File: config.mk
export PLATFORM = sky130hd
export DESIGN_NAME = dma_req_top
export DESIGN_NICKNAME = d
export VERILOG_FILES = /design/src/dma_pkg.sv /design/src/dma_intf.sv /design/src/cpl_queue.sv /design/src/dma_cpl_assign.sv /design/src/dma_req_top.sv /design/src/dma_rr_arbiter.sv
export SDC_FILE = /design/constraint.sdc
export NUM_CORES = 1
export LEC_CHECK = 0
export ABC_CLOCK_PERIOD_IN_PS = 5000
export BUFFER_PORTS_ARGS = -buffer_cell sky130_fd_sc_hd__buf_2
export CAP_MARGIN = 20
export CORE_ASPECT_RATIO = 1.5
export CORE_UTILIZATION = 55
export DETAILED_ROUTE_END_ITERATION = 7
export GPL_ROUTABILITY_DRIVEN = 0
export PLACE_DENSITY = 0.88
export SLEW_MARGIN = 15
export SYNTH_ARGS = -nofsm -noshare
export SYNTH_HDL_FRONTEND = slang
export SYNTH_SLANG_ARGS = --single-unit
File: constraint.sdc
create_clock -name aclk -period 5 [get_ports aclk]
set_clock_uncertainty 0.2 [all_clocks]
set_input_delay 0.25 -clock aclk [delete_from_list [all_inputs] [get_ports aclk]]
set_output_delay 0.25 -clock aclk [all_outputs]
set_load 0.05 [all_outputs]
File: src/dma_pkg.sv
/*
 * DMA request path definitions.
 * Field widths, the request descriptor and the completion metadata
 * shared by the completion assign blocks, the arbiter and the top.
 */
package dma_pkg;

  // ********************************************************************
  // Field widths.
  // ********************************************************************
  localparam int ADDR_BITS = 32;
  localparam int LEN_BITS  = 16;
  localparam int PID_BITS  = 6;
  localparam int DEST_BITS = 4;

  // ********************************************************************
  // Request descriptor, 61 bits.
  // ********************************************************************
  typedef struct packed {
    logic [ADDR_BITS-1:0] vaddr;
    logic [LEN_BITS-1:0]  len;
    // Completion requested.
    logic                 ctl;
    logic [PID_BITS-1:0]  pid;
    logic [DEST_BITS-1:0] dest;
    logic                 stream;
    logic                 host;
  } dma_req_t;

  // ********************************************************************
  // Completion metadata, 12 bits.
  // ********************************************************************
  typedef struct packed {
    logic                 host;
    logic                 stream;
    logic [DEST_BITS-1:0] dest;
    logic [PID_BITS-1:0]  pid;
  } dma_done_t;

endpackage

File: src/dma_intf.sv
`timescale 1ns/10ps

/*
 * DMA request interface.
 * One descriptor valid/ready handshake plus the completion return,
 * a single-cycle done pulse with its metadata.
 */
interface dma_intf import dma_pkg::*; ();

  // Request side, master to slave.
  logic      valid;
  logic      ready;
  dma_req_t  req;

  // Completion side, slave to master.
  // No ready here, done is a pulse.
  logic      done;
  dma_done_t cpl;

  // Issuer of descriptors.
  modport m (
    output valid,
    output req,
    input  ready,
    input  done,
    input  cpl
  );

  // Receiver of descriptors.
  modport s (
    input  valid,
    input  req,
    output ready,
    output done,
    output cpl
  );

endinterface

File: src/cpl_queue.sv
`timescale 1ns/10ps

/*
 * Completion queue.
 * Synchronous circular FIFO with valid/ready on both sides.
 * Head entry is presented combinationally on the output.
 */
module cpl_queue #(
  parameter int DATA_BITS = 12,
  parameter int DEPTH     = 8
) (
  input  logic                 aclk,
  input  logic                 reset,
  input  logic                 in_valid,
  output logic                 in_ready,
  input  logic [DATA_BITS-1:0] in_data,
  output logic                 out_valid,
  input  logic                 out_ready,
  output logic [DATA_BITS-1:0] out_data
);

  localparam int PTR_BITS = (DEPTH > 1) ? $clog2(DEPTH) : 1;
  localparam int CNT_BITS = $clog2(DEPTH + 1);

  logic [DATA_BITS-1:0] mem [DEPTH];
  logic [PTR_BITS-1:0]  wr_ptr;
  logic [PTR_BITS-1:0]  rd_ptr;
  logic [CNT_BITS-1:0]  count;
  logic                 push;
  logic                 pop;

  // Pointer advance with wrap, depth need not be a power of two.
  function automatic logic [PTR_BITS-1:0] next_ptr(input logic [PTR_BITS-1:0] ptr);
    if (ptr == PTR_BITS'(DEPTH - 1)) begin
      return '0;
    end
    return ptr + 1'b1;
  endfunction

  // Status from the registered count only.
  assign in_ready  = (count != CNT_BITS'(DEPTH));
  assign out_valid = (count != '0);
  assign out_data  = mem[rd_ptr];

  assign push = in_valid & in_ready;
  assign pop  = out_valid & out_ready;

  // Storage.
  always_ff @(posedge aclk) begin
    if (push) begin
      mem[wr_ptr] <= in_data;
    end
  end

  // Pointers and occupancy.
  always_ff @(posedge aclk) begin
    if (reset) begin
      wr_ptr <= '0;
      rd_ptr <= '0;
      count  <= '0;
    end else begin
      if (push) begin
        wr_ptr <= next_ptr(wr_ptr);
      end
      if (pop) begin
        rd_ptr <= next_ptr(rd_ptr);
      end
      if (push && !pop) begin
        count <= count + 1'b1;
      end else if (pop && !push) begin
        count <= count - 1'b1;
      end
    end
  end

  // Pointers meet only when the queue is empty or full.
  a_ptr_match: assert property (@(posedge aclk) disable iff (reset)
    (wr_ptr == rd_ptr) == ((count == '0) || (count == CNT_BITS'(DEPTH))));

endmodule

File: src/dma_cpl_assign.sv
`timescale 1ns/10ps

/*
 * Completion assign.
 * Passes a channel's descriptors downstream and queues the metadata
 * of every accepted control request. Each downstream done pops the
 * oldest entry and returns it to the channel.
 */
module dma_cpl_assign import dma_pkg::*; #(
  parameter int N_OUTSTANDING = 8
) (
  input  logic aclk,
  input  logic reset,
  dma_intf.s   s_req,
  dma_intf.m   m_req
);

  logic      meta_in_valid;
  logic      meta_in_ready;
  dma_done_t meta_in;
  logic      meta_out_valid;
  dma_done_t meta_out;

  // ********************************************************************
  // Request path.
  // ********************************************************************

  // Valid held off while the metadata queue is full.
  // Kept independent of downstream ready.
  assign m_req.valid = s_req.valid & meta_in_ready;
  assign m_req.req   = s_req.req;
  assign s_req.ready = m_req.ready & meta_in_ready;

  // Only control requests expect a completion.
  assign meta_in_valid = m_req.valid & m_req.ready & m_req.req.ctl;

  assign meta_in = '{
    host:   m_req.req.host,
    stream: m_req.req.stream,
    dest:   m_req.req.dest,
    pid:    m_req.req.pid
  };

  // ********************************************************************
  // Completion path.
  // ********************************************************************

  // Done passes straight up with the queue head.
  assign s_req.done = m_req.done;
  assign s_req.cpl  = meta_out;

  cpl_queue #(
    .DATA_BITS ($bits(dma_done_t)),
    .DEPTH     (N_OUTSTANDING)
  ) meta_queue (
    .aclk      (aclk),
    .reset     (reset),
    .in_valid  (meta_in_valid),
    .in_ready  (meta_in_ready),
    .in_data   (meta_in),
    .out_valid (meta_out_valid),
    .out_ready (m_req.done),
    .out_data  (meta_out)
  );

  // Downstream never completes more than was issued on this channel.
  a_done_has_meta: assert property (@(posedge aclk) disable iff (reset)
    m_req.done |-> meta_out_valid);

endmodule

File: src/dma_req_top.sv
`timescale 1ns/10ps

/*
 * DMA request path top.
 * One completion assign block per user channel, merged by a
 * round-robin arbiter onto the downstream request bus.
 */
module dma_req_top import dma_pkg::*; #(
  parameter int N_CHAN        = 2,
  parameter int N_OUTSTANDING = 8
) (
  input  logic                                aclk,
  input  logic                                reset,

  // User channels.
  input  logic [N_CHAN-1:0]                   req_valid,
  output logic [N_CHAN-1:0]                   req_ready,
  input  logic [N_CHAN-1:0][ADDR_BITS-1:0]    req_vaddr,
  input  logic [N_CHAN-1:0][LEN_BITS-1:0]     req_len,
  input  logic [N_CHAN-1:0]                   req_ctl,
  input  logic [N_CHAN-1:0][PID_BITS-1:0]     req_pid,
  input  logic [N_CHAN-1:0][DEST_BITS-1:0]    req_dest,
  input  logic [N_CHAN-1:0]                   req_stream,
  input  logic [N_CHAN-1:0]                   req_host,
  output logic [N_CHAN-1:0]                   done,
  output logic [N_CHAN-1:0][PID_BITS-1:0]     done_pid,
  output logic [N_CHAN-1:0][DEST_BITS-1:0]    done_dest,
  output logic [N_CHAN-1:0]                   done_stream,
  output logic [N_CHAN-1:0]                   done_host,

  // Downstream DMA engine.
  output logic                                m_valid,
  input  logic                                m_ready,
  output logic [ADDR_BITS-1:0]                m_vaddr,
  output logic [LEN_BITS-1:0]                 m_len,
  output logic                                m_ctl,
  output logic [PID_BITS-1:0]                 m_pid,
  output logic [DEST_BITS-1:0]                m_dest,
  output logic                                m_stream,
  output logic                                m_host,
  input  logic                                m_done
);

  // User side, assign to arbiter, arbiter to engine.
  dma_intf chan_req [N_CHAN] ();
  dma_intf arb_req  [N_CHAN] ();
  dma_intf dma_req ();

  // ********************************************************************
  // Channels.
  // ********************************************************************
  for (genvar i = 0; i < N_CHAN; i++) begin : g_chan
    assign chan_req[i].valid = req_valid[i];
    assign chan_req[i].req   = '{
      vaddr:  req_vaddr[i],
      len:    req_len[i],
      ctl:    req_ctl[i],
      pid:    req_pid[i],
      dest:   req_dest[i],
      stream: req_stream[i],
      host:   req_host[i]
    };

    assign req_ready[i]   = chan_req[i].ready;
    assign done[i]        = chan_req[i].done;
    assign done_pid[i]    = chan_req[i].cpl.pid;
    assign done_dest[i]   = chan_req[i].cpl.dest;
    assign done_stream[i] = chan_req[i].cpl.stream;
    assign done_host[i]   = chan_req[i].cpl.host;

    dma_cpl_assign #(
      .N_OUTSTANDING (N_OUTSTANDING)
    ) cpl_assign (
      .aclk  (aclk),
      .reset (reset),
      .s_req (chan_req[i]),
      .m_req (arb_req[i])
    );
  end

  // ********************************************************************
  // Arbiter and downstream bus.
  // ********************************************************************
  dma_rr_arbiter #(
    .N_CHAN        (N_CHAN),
    .N_OUTSTANDING (N_OUTSTANDING)
  ) arbiter (
    .aclk  (aclk),
    .reset (reset),
    .s_req (arb_req),
    .m_req (dma_req)
  );

  assign m_valid       = dma_req.valid;
  assign dma_req.ready = m_ready;
  assign m_vaddr       = dma_req.req.vaddr;
  assign m_len         = dma_req.req.len;
  assign m_ctl         = dma_req.req.ctl;
  assign m_pid         = dma_req.req.pid;
  assign m_dest        = dma_req.req.dest;
  assign m_stream      = dma_req.req.stream;
  assign m_host        = dma_req.req.host;
  assign dma_req.done  = m_done;

  // Engine returns a bare pulse.
  // Metadata comes from the assign blocks.
  assign dma_req.cpl = '0;

endmodule

File: src/dma_rr_arbiter.sv
`timescale 1ns/10ps

/*
 * Round-robin DMA arbiter.
 * Merges the channel request interfaces onto one downstream bus.
 * Records the channel of every control request that passes and
 * steers each in-order completion back to that channel.
 */
module dma_rr_arbiter import dma_pkg::*; #(
  parameter int N_CHAN        = 2,
  parameter int N_OUTSTANDING = 8
) (
  input  logic aclk,
  input  logic reset,
  dma_intf.s   s_req [N_CHAN],
  dma_intf.m   m_req
);

  localparam int IDX_BITS = (N_CHAN > 1) ? $clog2(N_CHAN) : 1;

  logic [N_CHAN-1:0]   chan_valid;
  dma_req_t            chan_req [N_CHAN];
  logic [N_CHAN-1:0]   grant;
  logic [IDX_BITS-1:0] grant_idx;
  logic                any_valid;
  logic [IDX_BITS-1:0] rr_ptr;
  logic                accept;
  logic                id_in_ready;
  logic                id_out_valid;
  logic [IDX_BITS-1:0] id_head;

  // ********************************************************************
  // Per-channel wiring.
  // ********************************************************************
  for (genvar i = 0; i < N_CHAN; i++) begin : g_chan
    assign chan_valid[i] = s_req[i].valid;
    assign chan_req[i]   = s_req[i].req;

    // Granted channel only, and only when the id can be recorded.
    assign s_req[i].ready = grant[i] & m_req.ready & id_in_ready;

    // Completion goes to the channel at the head of the id queue.
    assign s_req[i].done = m_req.done & (id_head == IDX_BITS'(i));
    assign s_req[i].cpl  = m_req.cpl;
  end

  // ********************************************************************
  // Grant selection.
  // ********************************************************************

  // First valid channel at or after the pointer.
  // Walk backwards so the nearest one wins.
  always_comb begin
    int idx;
    grant_idx = '0;
    for (int k = N_CHAN - 1; k >= 0; k--) begin
      idx = int'(rr_ptr) + k;
      if (idx >= N_CHAN) begin
        idx = idx - N_CHAN;
      end
      if (chan_valid[idx]) begin
        grant_idx = IDX_BITS'(idx);
      end
    end
  end

  assign any_valid = |chan_valid;
  assign grant     = any_valid ? (N_CHAN'(1) << grant_idx) : '0;

  // Downstream bus.
  assign m_req.valid = any_valid & id_in_ready;
  assign m_req.req   = chan_req[grant_idx];
  assign accept      = m_req.valid & m_req.ready;

  // Pointer moves just past the channel served.
  always_ff @(posedge aclk) begin
    if (reset) begin
      rr_ptr <= '0;
    end else if (accept) begin
      if (grant_idx == IDX_BITS'(N_CHAN - 1)) begin
        rr_ptr <= '0;
      end else begin
        rr_ptr <= grant_idx + 1'b1;
      end
    end
  end

  // ********************************************************************
  // Channel ids of outstanding control requests.
  // ********************************************************************

  // Room for every channel's full set of outstanding requests.
  cpl_queue #(
    .DATA_BITS (IDX_BITS),
    .DEPTH     (N_CHAN * N_OUTSTANDING)
  ) id_queue (
    .aclk      (aclk),
    .reset     (reset),
    .in_valid  (accept & m_req.req.ctl),
    .in_ready  (id_in_ready),
    .in_data   (grant_idx),
    .out_valid (id_out_valid),
    .out_ready (m_req.done),
    .out_data  (id_head)
  );

  // Grant lands on a requesting channel.
  // The pointer's own channel wins whenever it requests.
  a_grant_valid: assert property (@(posedge aclk) disable iff (reset)
    any_valid |-> chan_valid[grant_idx] && (!chan_valid[rr_ptr] || grant_idx == rr_ptr));

  // Every downstream completion matches a recorded control request.
  a_done_has_id: assert property (@(posedge aclk) disable iff (reset)
    m_req.done |-> id_out_valid);

endmodule

# == After elaboration in Yosys (flattened, before gate mapping) ==
# Memory sizes are Yosys's and may differ from the RTL's. A register that Yosys moved wholly into a read port is not among the register bits.
# Index checks and enable logic that the tools add are counted.
# classes
add_sub_neg,16
order_cmp,5
eq_ne,9
shifts,1
n_mux,63
bitwise_logic,25
n_reduce_logical,19
# op_table
operator,n
two-way mux 61 bit,3
"< comparator 32 x 3 -> 1 bit, second input constant",2
two-way mux 32 bit,2
two-way mux 4 bit,10
two-way mux 3 bit,12
two-way mux 1 bit,33
"greater-or-equal comparator 32 x 3 -> 1 bit, second input constant",1
"subtractor 32 x 3 -> 32 bit, second input constant",1
bitwise AND 1 bit,23
"adder 4 x 1 -> 4 bit, second input constant",4
"adder 3 x 1 -> 3 bit, second input constant",4
"equality test 3 bit, second input constant",4
two-way mux 5 bit,2
"equality test 4 bit, second input constant",2
"!= test 4 bit, second input constant",2
nonzero test 4 bit,2
"subtractor 4 x 1 -> 4 bit, second input constant",2
logical AND 1 bit,6
logical NOT 1 bit,6
nonzero test 2 bit,3
"adder 5 x 1 -> 5 bit, second input constant",1
"!= test 5 bit, second input constant",1
nonzero test 5 bit,1
"subtractor 5 x 1 -> 5 bit, second input constant",1
10 further kinds,10
# word_totals
ff_bits,34
mem_bits_rw,208
input_bits,128
output_inout_bits,90
word_cells,151
mem_count,3
# memory_table
name,words,word_bits,rd,rd_ports_with_merged_regs,wr,line_no,text
g_chan[0].cpl_assign.meta_queue.mem,8,12,1,1,1,cpl_queue.sv:25,logic [DATA_BITS-1:0] mem [DEPTH];
g_chan[1].cpl_assign.meta_queue.mem,8,12,1,1,1,cpl_queue.sv:25,
arbiter.id_queue.mem,16,1,1,1,1,cpl_queue.sv:25,

# == Longest topological paths before layout ==
# Gate-level depths: netlist (run 1).
# depth
depth_word,19
mapped_depth,14
depth_no_buf,13

# == Modules after synthesis ==
# Synthesis (run 1) repeated with hierarchy kept, for this count alone.
# unflattened
cells_unflattened,803
hier_area_um2,12328.1
# modules_own_cells
module,instances,cells_per_inst,area_per_inst_um2,seq_area_each_um2
cpl_queue (g_chan[0].cpl_assign.meta_queue ...),2,214,4346.7,3143.0
cpl_queue (arbiter.id_queue),1,131,1561.5,820.8
dma_rr_arbiter,1,109,1061.0,20.0
dma_cpl_assign,2,65,489.2,0.0
dma_req_top,1,5,33.8,0.0

# == Worst setup path after synthesis (run 1) ==
# No wires, ideal clock.
# synth_timing
path_type,register to register
start,register g_chan[1].cpl_assign.meta_queue.count[0]
end,memory g_chan[0].cpl_assign.meta_queue.mem[4][0] (enable)
setup_ns,0.417
t_arrival_ns,2.976
required_time_ns,4.383
setup_slack_ns,1.407
path_stages_with_launch,6
path_buffers,1
period_less_slack_ns,3.593
path_cell_list,dfxtp_1 -> or4b_4 -> a31o_1 -> or3_1 -> buf_2 -> nor4b_1
# synth_between
elab_chain_cells,16
elab_cells_between_ends,20
cone_classes,1 x eq/ne; 1 x shift; 11 x mux; 6 x bitwise; 1 x reduce/logical
# synth_rtl
element,line_no,text
start: declaration,cpl_queue.sv:28,logic [CNT_BITS-1:0] count;
start signal: assignment,cpl_queue.sv:69,count <= count + 1'b1;
start signal: assignment,cpl_queue.sv:71,count <= count - 1'b1;
!= test 4 bit (*),cpl_queue.sv:41,assign in_ready = (count != CNT_BITS'(DEPTH));
bitwise AND 1 bit (*),dma_cpl_assign.sv:30,assign m_req.valid = s_req.valid & meta_in_ready;
two-way mux 1 bit (implied by the code) (3 in a row),dma_rr_arbiter.sv:61,if (chan_valid[idx]) begin
two-way mux 1 bit (2 in a row),dma_rr_arbiter.sv:61,
<< shifter 1 x 1 -> 2 bit,dma_rr_arbiter.sv:68,assign grant = any_valid ? (N_CHAN'(1) << grant_idx) : '0;
two-way mux 2 bit (*),dma_rr_arbiter.sv:68,
bitwise AND 1 bit (*) (2 in a row),dma_rr_arbiter.sv:40,assign s_req[i].ready = grant[i] & m_req.ready & id_in_ready;
bitwise AND 1 bit (*) (2 in a row),dma_cpl_assign.sv:35,assign meta_in_valid = m_req.valid & m_req.ready & m_req.req.ctl;
bitwise AND 1 bit (*),cpl_queue.sv:45,assign push = in_valid & in_ready;
two-way mux 1 bit (*),cpl_queue.sv:50,if (push) begin
two-way mux 1 bit (implied by the code) (*),cpl_queue.sv:51,mem[wr_ptr] <= in_data;
end: declaration,cpl_queue.sv:25,
# Mark *: on every way between the ends. The rest lies on a longest branch, timed or not. The select of a mux whose other input is x is not followed.

# == Final worst setup path (run 1) ==
# layout_timing
start,register g_chan[1].cpl_assign.meta_queue.count[0]
end,register arbiter.id_queue.count[4]
# layout_between
elab_chain_cells,16
elab_cells_between_ends,24
cone_classes,1 x eq/ne; 12 x mux; 6 x bitwise; 5 x reduce/logical
# layout_rtl
element,line_no,text
!= test 4 bit (*),cpl_queue.sv:41,
bitwise AND 1 bit (*),dma_cpl_assign.sv:30,
two-way mux 1 bit (implied by the code) (3 in a row),dma_rr_arbiter.sv:61,
two-way mux 1 bit (2 in a row),dma_rr_arbiter.sv:61,
NOT 1 -> 2 bit (implied by the code),dma_rr_arbiter.sv:72,assign m_req.req = chan_req[grant_idx];
two-way mux 61 bit (implied by the code) (3 in a row),dma_rr_arbiter.sv:72,
bitwise AND 1 bit (*),dma_rr_arbiter.sv:99,".in_valid (accept & m_req.req.ctl),"
bitwise AND 1 bit (*),cpl_queue.sv:45,
logical NOT 1 bit,cpl_queue.sv:70,end else if (pop && !push) begin
logical AND 1 bit,cpl_queue.sv:70,
nonzero test 2 bit (no line),--,
end signal: assignment,cpl_queue.sv:69,
end signal: assignment,cpl_queue.sv:71,
end: declaration,cpl_queue.sv:28,
# Marks and branches as above.
# A chain may end at the register's enable or synchronous reset.

==> results of run 1 <==
[cells in the mapped netlist, drive strengths merged (15+ instances only)]
cell type	n	share of area
clkbuf	23	0.0078
nand2	199	0.068
edfxtp	208	0.56
mux4	48	0.097
nor2	25	0.0085
mux2i	20	0.018
mux2	26	0.026
dfxtp	44	0.079
a21oi	23	0.011
buf	21	0.0092
inv	15	0.0051
ha	23	0.026
[registers in the layout (all words and copies together), names as in the netlist, named ones only]
| name | flops |
|---|---|
| arbiter.rr_ptr | 1 |
| g_chan.cpl_assign.meta_queue.wr_ptr | 6 |
| g_chan.cpl_assign.meta_queue.count | 8 |
| g_chan.cpl_assign.meta_queue.rd_ptr | 6 |
| arbiter.id_queue.rd_ptr | 4 |
| arbiter.id_queue.mem | 16 |
| arbiter.id_queue.wr_ptr | 4 |
| g_chan.cpl_assign.meta_queue.mem | 192 |
| arbiter.id_queue.count | 5 |
[power breakdown]
part / leakage, uW / internal (uW) / switching (uW)
Clock: 0.000329 / 853 / 753
Sequential: 0.00223 / 2380 / 113
Combinational: 0.00270 / 795 / 1560
[kinds of logic (layout without fill, tap and decap cells)]
family	count (synthesis)	count (layout)	synth area share
flops	252	252	0.642
compound gates	53	53	0.0307
simple gates	303	303	0.123
mux	94	94	0.142
xor+xnor	11	11	0.00868
fa+ha+maj	26	26	0.0313
buf+inv	59	319	0.0221
other cells	0	6	0
[what timing repair did]
item                       in CTS  in global routing
hold endpoints to repair      194                  0
hold buffers                   25                  0
setup endpoints to repair       0                  0
[worst paths after layout]
path	from	end	slack [ns]	cells after the start
setup / recovery	g_chan[1].cpl_assign.meta_queue.count[0]	arbiter.id_queue.count[4]	0.97	12
hold / removal	req_ctl[1]	arbiter.id_queue.wr_ptr[0]	0.03	5
setup reg to reg	g_chan[1].cpl_assign.meta_queue.count[0]	arbiter.id_queue.count[4]	0.97	12
hold reg to reg	g_chan[1].cpl_assign.meta_queue.rd_ptr[1]	flip-flop	0.31	2
[metrics by stage]
step	power, uW	setup WS [ns]	hold WS [ns]	cells
floorplan	4300	1.41	0.149	798
global placement	4790	1.16	0.282	1249
detailed placement	4850	1.01	0.290	1250
CTS	6450	0.992	0.0127	1316
global route	6700	0.717	0.0550	1318
finish	6450	0.972	0.0299	1324
[worst register-to-register path: stages (launching register included)]
cell and delay [ns]:
dfxtp_1 0.38, or4b_4 0.61, a31o_1 0.26, a2bb2oi_1 0.17
nor2_1 0.54, ha_1 0.30, inv_1 0.11, fa_1 0.47
a21o_1 0.18, a21oi_1 0.18, xnor2_1 0.09, or3_1 0.31
a21oi_1 0.14
[cell type report]
type | instances | area, um2
Sequential cell | 252 | 7130
Clock inverter | 12 | 67.6
Inverter | 15 | 56.3
Antenna cell | 6 | 15.0
Tap cell | 260 | 325
Fill cell | 1291 | 6300
Clock buffer | 29 | 598
Multi-Input combinational cell | 487 | 3790
Timing Repair Buffer | 263 | 1510
[per-layer routing]
metal  GRT usage  vias to the layer above  wire (um)
met3      0.0565                       76       2980
li1            -                     3437          -
met2       0.504                      470      15000
met4       0.111                        2       1130
met5           0                        -         13
met1       0.336                     3651      10100
==> key figures, run 1 <==
CTS
  • CTS Buf Count: 23
  • Worst-skew pair later-pin latency: 0.52 ns
  • CTS H-tree depth: 1
  • CTS tree: yes
  • Post-cts sizing count: 0
  • Clk pin slew, worst setup/hold paths: roughly 0.06 ns
  • Max clock buf depth: 3
  • CTS Sinks: roughly 250
  • Post-CTS Setup Bufs: 0
  • CTS Root Cell: clkbuf_16

Placement
  • Dpl cell area: 12500 um2
  • I/O Buffers: 217
  • DP Wirelength: between 15000 and 20000 um

Pwr
  • Peak supply drop: 0.000316 V
  • Leakage: roughly 0.0053 uW
  • Power per Cell Area: between 400 and 500 nW/um2

Timing
  • Minimum clock period: slightly above 4 ns
  • Crit share post-route: 0.806
  • Slew @ Worst Pin: between 1 and 1.5 ns
  • Fin. max-slew vios: 0
  • Setup TNS: 0 ns
  • Final Hold Viols: 0
  • RSZ-0062 raised after global routing: false
  • Relative slew slack: 0.289
  • Top achievable clock speed: 248 MHz
  • Setup-failing EPs final: 0

Global routing
  • Tot GR Track Use: 0.283
  • Total gr overflow: 0
  • Vias in the first global route: ~7500
  • Initial antenna violation count: 5
  • Largest net degree at the start of global routing: 79
  • First-pass GRT wire length: approximately 43000 um

Die
  • Top Ports: 218
  • Die area: 20800 um2
  • Core Area: between 15000 and 20000 um2
  • Row Count: 63
  • Die H: approximately 180 um
  • Die X: between 100 and 150 um
  • Initial core utilization: 0.561

Final layout
  • Share of layout cells above drive strength 1: 0.344
  • Most frequent cells in the layout: buf_2 (217), edfxtp_1 (208), nand2_1 (198), mux4_2 (48), dfxtp_1 (43)
  • Area Overhead vs Synth: 21.5%
  • Final core utilization: 0.682
  • Final nets: around 1200
  • Most common cell after layout, fill and taps aside: buf_2
  • Final instance area: about 13000 um2

Drt
  • Drt drc: 0
  • Vias/cell: 5.77
  • Vias: between 7000 and 8000
  • Drt first pass iters: 5
  • DR WL/cell: between 20 and 25 um
  • Post-DRT Antenna Nets: 0
  • Initial DRC count: 790
  • Final wirelength: about 29000 um

Setup path
  • Crit path cell chain: or4b_4 -> a31o_1 -> a2bb2oi_1 -> nor2_1 -> ha_1 -> inv_1 -> fa_1 -> a21o_1 -> a21oi_1 -> xnor2_1 -> or3_1 -> a21oi_1
  • CP max stage cell: or4b_4
  • Crit-path max FO: 16
  • Critical path required time: approximately 5.2 ns
  • Endpoint arrival time on the critical path: between 4 and 5 ns
  • Crit path kind: reg2reg
  • CP Launch Type: flip-flop
  • Top cell by count, worst path: a21oi_1
  • CP top delay family: simple AND/OR/NAND/NOR gates
  • Sum of buffers and inverters on the critical path: 1
  • CP max stage delay: 0.61 ns
  • Element type at the critical path end: flip-flop

Flow run
  • Max-cap viol count: 0

Synthesis
  • Register area share after synthesis: 0.642
  • Cell Area, Synth: roughly 11000 um2
  • Synth Register Bits: 252
  • Fraction of registers with async set/reset: 0
  • Post-synth EDFFs: about 210
  • Distinct cells, synth: 53
  • Cell count after synthesis: 798
  • Syn_area_per_cell: about 14 um2
  • Total number of yosys warnings: 0
  • Predominant post-synthesis flop cell: edfxtp_1
  • Syn_nets: roughly 950

Hold path
  • Worst hold path class: in2reg

Outcome
  • Status: finished, final reports clean
No activity file was read; power rests on OpenSTA's default activity.
==> run 2, diff against run 1 <==
--- a/config.mk
+++ b/config.mk
@@ -5,7 +5,7 @@
 export SDC_FILE = /design/constraint.sdc
 export NUM_CORES = 1
 export LEC_CHECK = 0
-export ABC_CLOCK_PERIOD_IN_PS = 5000
+export ABC_CLOCK_PERIOD_IN_PS = 4050
 export BUFFER_PORTS_ARGS = -buffer_cell sky130_fd_sc_hd__buf_2
 export CAP_MARGIN = 20
 export CORE_ASPECT_RATIO = 1.5
==> constraint.sdc (replaced) <==
create_clock -name aclk -period 4.05 [get_ports aclk]
set_clock_uncertainty 0.2 [all_clocks]
set_input_delay 0.2025 -clock aclk [delete_from_list [all_inputs] [get_ports aclk]]
set_output_delay 0.2025 -clock aclk [all_outputs]
set_load 0.05 [all_outputs]
==> run 2 against run 1 <==
Combinational power up 24%. Hold slack worse by 0.0016 ns. Clock power increased by 27%. Wire length down 0.16%. Die area unchanged. Critical endpoint unchanged.
==> key figures, run 2 (synthesis gave the netlist of run 1 again) <==
Setup path
  • CP max stage cell: a2bb2oi_1
  • Endpoint arrival time on the critical path: 3.86 ns
  • CP max stage delay: 0.38 ns
  • CP Launch Type: flip-flop
  • Crit path cell chain: nor4b_1 -> buf_4 -> nand2b_1 -> a2bb2oi_1 -> nor2_1 -> ha_1 -> inv_1 -> ha_1 -> a21o_1 -> a21oi_1 -> xnor2_1 -> or3_1 -> a21oi_1
  • Crit-path max FO: 7
  • Critical path required time: between 4 and 5 ns
  • Crit path kind: reg2reg
  • Element type at the critical path end: flip-flop

Pwr
  • Sequential share of power: 0.382
  • Peak supply drop: about 0.0005 V
  • Leakage: 0.00529 uW
  • Part of the power in the clock network: 0.255
  • Tot Pwr: 8020 uW
  • Switching Fraction: 0.366
  • Power Internal: 5080 uW
  • Comb pwr share: 0.363
  • Psw: 2940 uW
  • Power per Cell Area: between 500 and 600 nW/um2

Final layout
  • Max reg flops: around 190
  • Area Overhead vs Synth: 21.9%
  • Share of layout cells above drive strength 1: 0.347
  • Most frequent cells in the layout: buf_2 (217), edfxtp_1 (208), nand2_1 (198), mux4_2 (48), dfxtp_1 (44)
  • Final nets: ~1200
  • Top Registers: g_chan.cpl_assign.meta_queue.mem (192), arbiter.id_queue.mem (16), g_chan.cpl_assign.meta_queue.count (8)
  • Most common cell after layout, fill and taps aside: buf_2
  • Final core utilization: 0.684
  • Most flop-heavy register: g_chan.cpl_assign.meta_queue.mem

Global routing
  • Initial antenna violation count: 4
  • Vias in the first global route: around 7600
  • Total gr overflow: 0
  • First-pass GRT wire length: about 43000 um
  • Tot GR Track Use: 0.283
  • Largest net degree at the start of global routing: 79

Placement
  • I/O Buffers: 217
  • DP Wirelength: 20000 um

Die
  • Top Ports: around 220
  • Die H: 176 um
  • Die X: 118 um
  • Initial core utilization: 0.561
  • Row Count: 63
  • Die area: just over 20000 um2
  • Core Area: 19800 um2

CTS
  • CTS Buf Count: 22
  • Worst-skew pair later-pin latency: 0.50 ns
  • CTS Sinks: approximately 250
  • CTS Root Cell: clkbuf_16
  • CTS tree: yes
  • Clk pin slew, worst setup/hold paths: about 0.07 ns
  • Max clock buf depth: 3
  • CTS H-tree depth: 1

Drt
  • Drt drc: 0
  • Vias/cell: 5.75
  • Drt first pass iters: 5
  • DR WL/cell: between 20 and 25 um
  • Initial DRC count: about 800
  • Vias: about 7600
  • Final wirelength: between 20000 and 30000 um
  • Post-DRT Antenna Nets: 0

Timing
  • Minimum clock period: 3.63 ns
  • RSZ-0062 raised after global routing: false
  • Fin. max-slew vios: 0
  • Top achievable clock speed: around 280 MHz
  • Relative slew slack: 0.437
  • Slew @ Worst Pin: approximately 0.84 ns
  • Setup-failing EPs final: 0
  • Final Hold Viols: 0
  • Setup TNS: 0 ns
  • Crit share post-route: 0.897

Outcome
  • Status: finished, final reports clean

Hold path
  • Worst hold path class: in2reg

Flow run
  • Max-cap viol count: 0
run 2: changes by cell type in the layout (fill, tap and decap cells not counted), sizes merged:
cell    change
buf         +4
bufinv      +2
clkbuf      -2
clkinv      -2
diode       -2
inv         -2
run 2: through the flow:
step                std cells  setup WS [ns]  hold slack (ns)  cell area [um2]
floorplan                 798          0.457            0.101            11100
global placement         1255          0.547            0.277            12600
detailed placement       1255          0.466            0.283            12600
CTS                      1317          0.420          0.00499            13500
global route             1318          0.214           0.0477            13500
finish                   1322          0.416           0.0283            13500
run 2: area by class of cell:
type                       instances  area (um2)
antenna                            4        10.0
clock buffer                      27         591
clock inverter                    10        96.3
fill                            1297        6250
inverter                          15        56.3
multi-input combinational        487        3790
sequential                       252        7130
tap                              260         325
timing repair buffer             267        1530
run 2: per-layer routing:
metal / track usage / part of all wire / vias to the layer above
met3: 0.0401 / 0.092 / 58
met5: 0 / 0.00044 / -
met1: 0.341 / 0.36 / 3650
met2: 0.525 / 0.52 / 454
li1: - / - / 3435
met4: 0.0844 / 0.026 / 2
run 2: path summary, 6_finish.rpt:
kind	from	endpoint	slack [ns]	cells past startpoint
min	req_ctl[1]	arbiter.id_queue.wr_ptr[1]	0.03	5
max reg2reg	g_chan[0].cpl_assign.meta_queue.count[0]	arbiter.id_queue.count[4]	0.42	13
max	g_chan[0].cpl_assign.meta_queue.count[0]	arbiter.id_queue.count[4]	0.42	13
min reg2reg	g_chan[1].cpl_assign.meta_queue.count[3]	g_chan[1].cpl_assign.meta_queue.count[3]	0.32	2
run 2: worst max-delay path: cells and delay by family (launching register included):
kind,cells,cell delay [ns]
AO/OA/AOI/OAI,4,0.91
XOR/XNOR,1,0.12
adder cells (fa/ha/maj),2,0.54
buffers and inverters,2,0.34
flip-flops,1,0.37
AND/OR/NAND/NOR,4,1.07
run 2: power groups by stage:
stage	Combinational (uW)	Sequential [uW]	Clock (uW)
after global routing	3100	3090	2140
after detailed placement	2860	3120	0
after global placement	2800	3110	0
after CTS	2920	3070	2050
after floorplan	2230	3080	0
final	2910	3070	2040
run 2: timing repair:
| item | in CTS | in global routing |
|---|---|---|
| resized for setup | 0 | 0 |
| endpoints found under the setup margin | 0 | 0 |
| hold buffers | 25 | 0 |
| hold endpoints to repair | 194 | 0 |
| setup buffers | 0 | 0 |
==> run 3, diff against run 2 <==
--- a/config.mk
+++ b/config.mk
@@ -12,6 +12,7 @@
 export CORE_UTILIZATION = 55
 export DETAILED_ROUTE_END_ITERATION = 7
 export GPL_ROUTABILITY_DRIVEN = 0
+export GPL_TIMING_DRIVEN = 0
 export PLACE_DENSITY = 0.88
 export SLEW_MARGIN = 15
 export SYNTH_ARGS = -nofsm -noshare
==> run 3 against run 2 <==
Worst setup slack lost 0.18 ns. Final cell count grew 4.1%. Register-to-register slack lost 0.16 ns. Total power grew 1.5%. Clock-buffer cell count grew 6. Cell area grew 2.1%. Critical endpoint is now m_pid[4]. Largest cell class unchanged.
==> key figures, run 3 (synthesis gave the netlist of run 1 again) <==
Outcome
  • Status: finished, final reports clean

Final layout
  • Max reg flops: 192
  • Top Registers: g_chan.cpl_assign.meta_queue.mem (192), arbiter.id_queue.mem (16), g_chan.cpl_assign.meta_queue.count (8)
  • Sequential Area: between 7000 and 8000 um2
  • Share of layout cells above drive strength 1: 0.347
  • Most frequent cells in the layout: buf_2 (230), edfxtp_1 (208), nand2_1 (198), mux4_2 (48), dfxtp_1 (44)
  • Final nets: ~1200
  • Filler cells: around 1300
  • Area of the multi-input gates: about 3800 um2
  • Final instance area: 13800 um2
  • Most common cell after layout, fill and taps aside: buf_2
  • Most flop-heavy register: g_chan.cpl_assign.meta_queue.mem
  • Area Overhead vs Synth: 24.5%
  • Final core utilization: 0.698

Pwr
  • Switching Fraction: 0.373
  • Leakage: around 0.0054 uW
  • Psw: just over 3000 uW
  • Part of the power in the clock network: 0.251
  • Power per Cell Area: roughly 590 nW/um2
  • Power Internal: between 5000 and 6000 uW
  • Comb pwr share: 0.373
  • Peak supply drop: ~0.00042 V
  • Sequential share of power: 0.376

Global routing
  • First-pass GRT wire length: around 45000 um
  • Total gr overflow: 0
  • Tot GR Track Use: 0.305
  • Largest net degree at the start of global routing: 26
  • Vias in the first global route: approximately 8000
  • Initial antenna violation count: 16

Hold path
  • Worst hold path class: in2reg

Timing
  • Setup-failing EPs final: 0
  • Setup TNS: 0 ns
  • Final hold slack: 0.0488 ns
  • Minimum clock period: approximately 3.8 ns
  • Slew @ Worst Pin: ~0.96 ns
  • Fin. max-slew vios: 0
  • Final Hold Viols: 0
  • Top achievable clock speed: about 260 MHz
  • Relative slew slack: 0.362
  • Crit share post-route: 0.941

Die
  • Row Count: 63
  • Initial core utilization: 0.561
  • Top Ports: between 200 and 250
  • Die area: just over 20000 um2
  • Core Area: just under 20000 um2
  • Die H: ~180 um
  • Die X: 118 um

Flow run
  • Max-cap viol count: 0

Drt
  • Drt first pass iters: 5
  • Post-DRT Antenna Nets: 0
  • Vias/cell: 5.81
  • Final wirelength: around 32000 um
  • Vias: around 8000
  • Drt drc: 0
  • Initial DRC count: ~840
  • DR WL/cell: roughly 23 um

CTS
  • Worst-skew pair later-pin latency: between 0.5 and 0.6 ns
  • Clk pin slew, worst setup/hold paths: roughly 0.070 ns
  • Max clock buf depth: 3
  • CTS H-tree depth: 1
  • CTS Sinks: around 250
  • CTS Buf Count: 22
  • CTS tree: yes
  • CTS Root Cell: clkbuf_16

Setup path
  • CP Launch Type: flip-flop
  • Crit-path max FO: 10
  • Crit path kind: reg2out
  • Crit path cell chain: nor4b_2 -> o311ai_4 -> inv_2 -> buf_2 -> buf_1 -> nand2_1 -> nand2_1 -> buf_2
  • CP max stage delay: approximately 0.67 ns
  • CP max stage cell: buf_1
  • Endpoint arrival time on the critical path: 3.41 ns
  • Critical path required time: 3.65 ns
  • Element type at the critical path end: primary output

Placement
  • DP Wirelength: 22300 um
  • I/O Buffers: about 220
  • Dpl cell area: approximately 13000 um2
-- run 3: power by group through the flow --
stage	Combinational (uW)	Clock [uW]	Sequential [uW]
after CTS	3010	2040	3050
after floorplan	2230	0	3080
after global placement	2840	0	3100
after global routing	3220	2140	3070
final	3040	2050	3060
after detailed placement	2920	0	3110
-- run 3: metrics by stage --
| stage | power (uW) | setup slack, ns | std cells |
|---|---|---|---|
| after global routing | 8430 | -0.0170 | 1366 |
| final | 8140 | 0.239 | 1376 |
| after CTS | 8110 | 0.0404 | 1365 |
| after detailed placement | 6030 | 0.0991 | 1296 |
| after floorplan | 5300 | 0.457 | 798 |
| after global placement | 5940 | -0.945 | 1275 |
-- run 3: routing by layer --
metal / vias up / global-route usage / wire [um]
met5: - / 0 / 55
met3: 85 / 0.0746 / 3750
li1: 3543 / - / -
met1: 3811 / 0.331 / 9950
met4: 8 / 0.142 / 1290
met2: 552 / 0.557 / 16600
-- run 3: path summary, 6_finish.rpt --
check	start	to	slack, ns	cells past startpoint
hold reg to reg	g_chan[1].cpl_assign.meta_queue.rd_ptr[1]	g_chan[1].cpl_assign.meta_queue.rd_ptr[1]	0.32	2
hold / removal	m_done	flip-flop	0.05	4
setup reg to reg	g_chan[1].cpl_assign.meta_queue.count[0]	arbiter.id_queue.count[4]	0.26	13
setup / recovery	g_chan[0].cpl_assign.meta_queue.count[0]	m_pid[4]	0.24	8
-- run 3: critical path, delay by kind of cell, from the launching register on --
kind	cells	cell delay, ns
flops	1	0.38
compound gates	1	0.23
simple gates	3	0.98
buf+inv	4	1.30
-- run 3: final cells by class --
type,count,share of cell area
diodes,11,0.00199
plain buffers,44,0.0137
clock buffers,33,0.0458
clock inverters,6,0.00435
inverters,15,0.00408
multi-input cells,487,0.278
flip-flops and latches,252,0.516
well taps,260,0.0236
repair buffers,268,0.113
-- run 3: what timing repair did --
action / 4_1_cts / 5_1_grt
hold buffers: 30 / 0
endpoints found under the hold margin: 199 / 0
gates resized for setup: 0 / 5
setup endpoints to repair: 0 / 5
setup buffers: 0 / 0
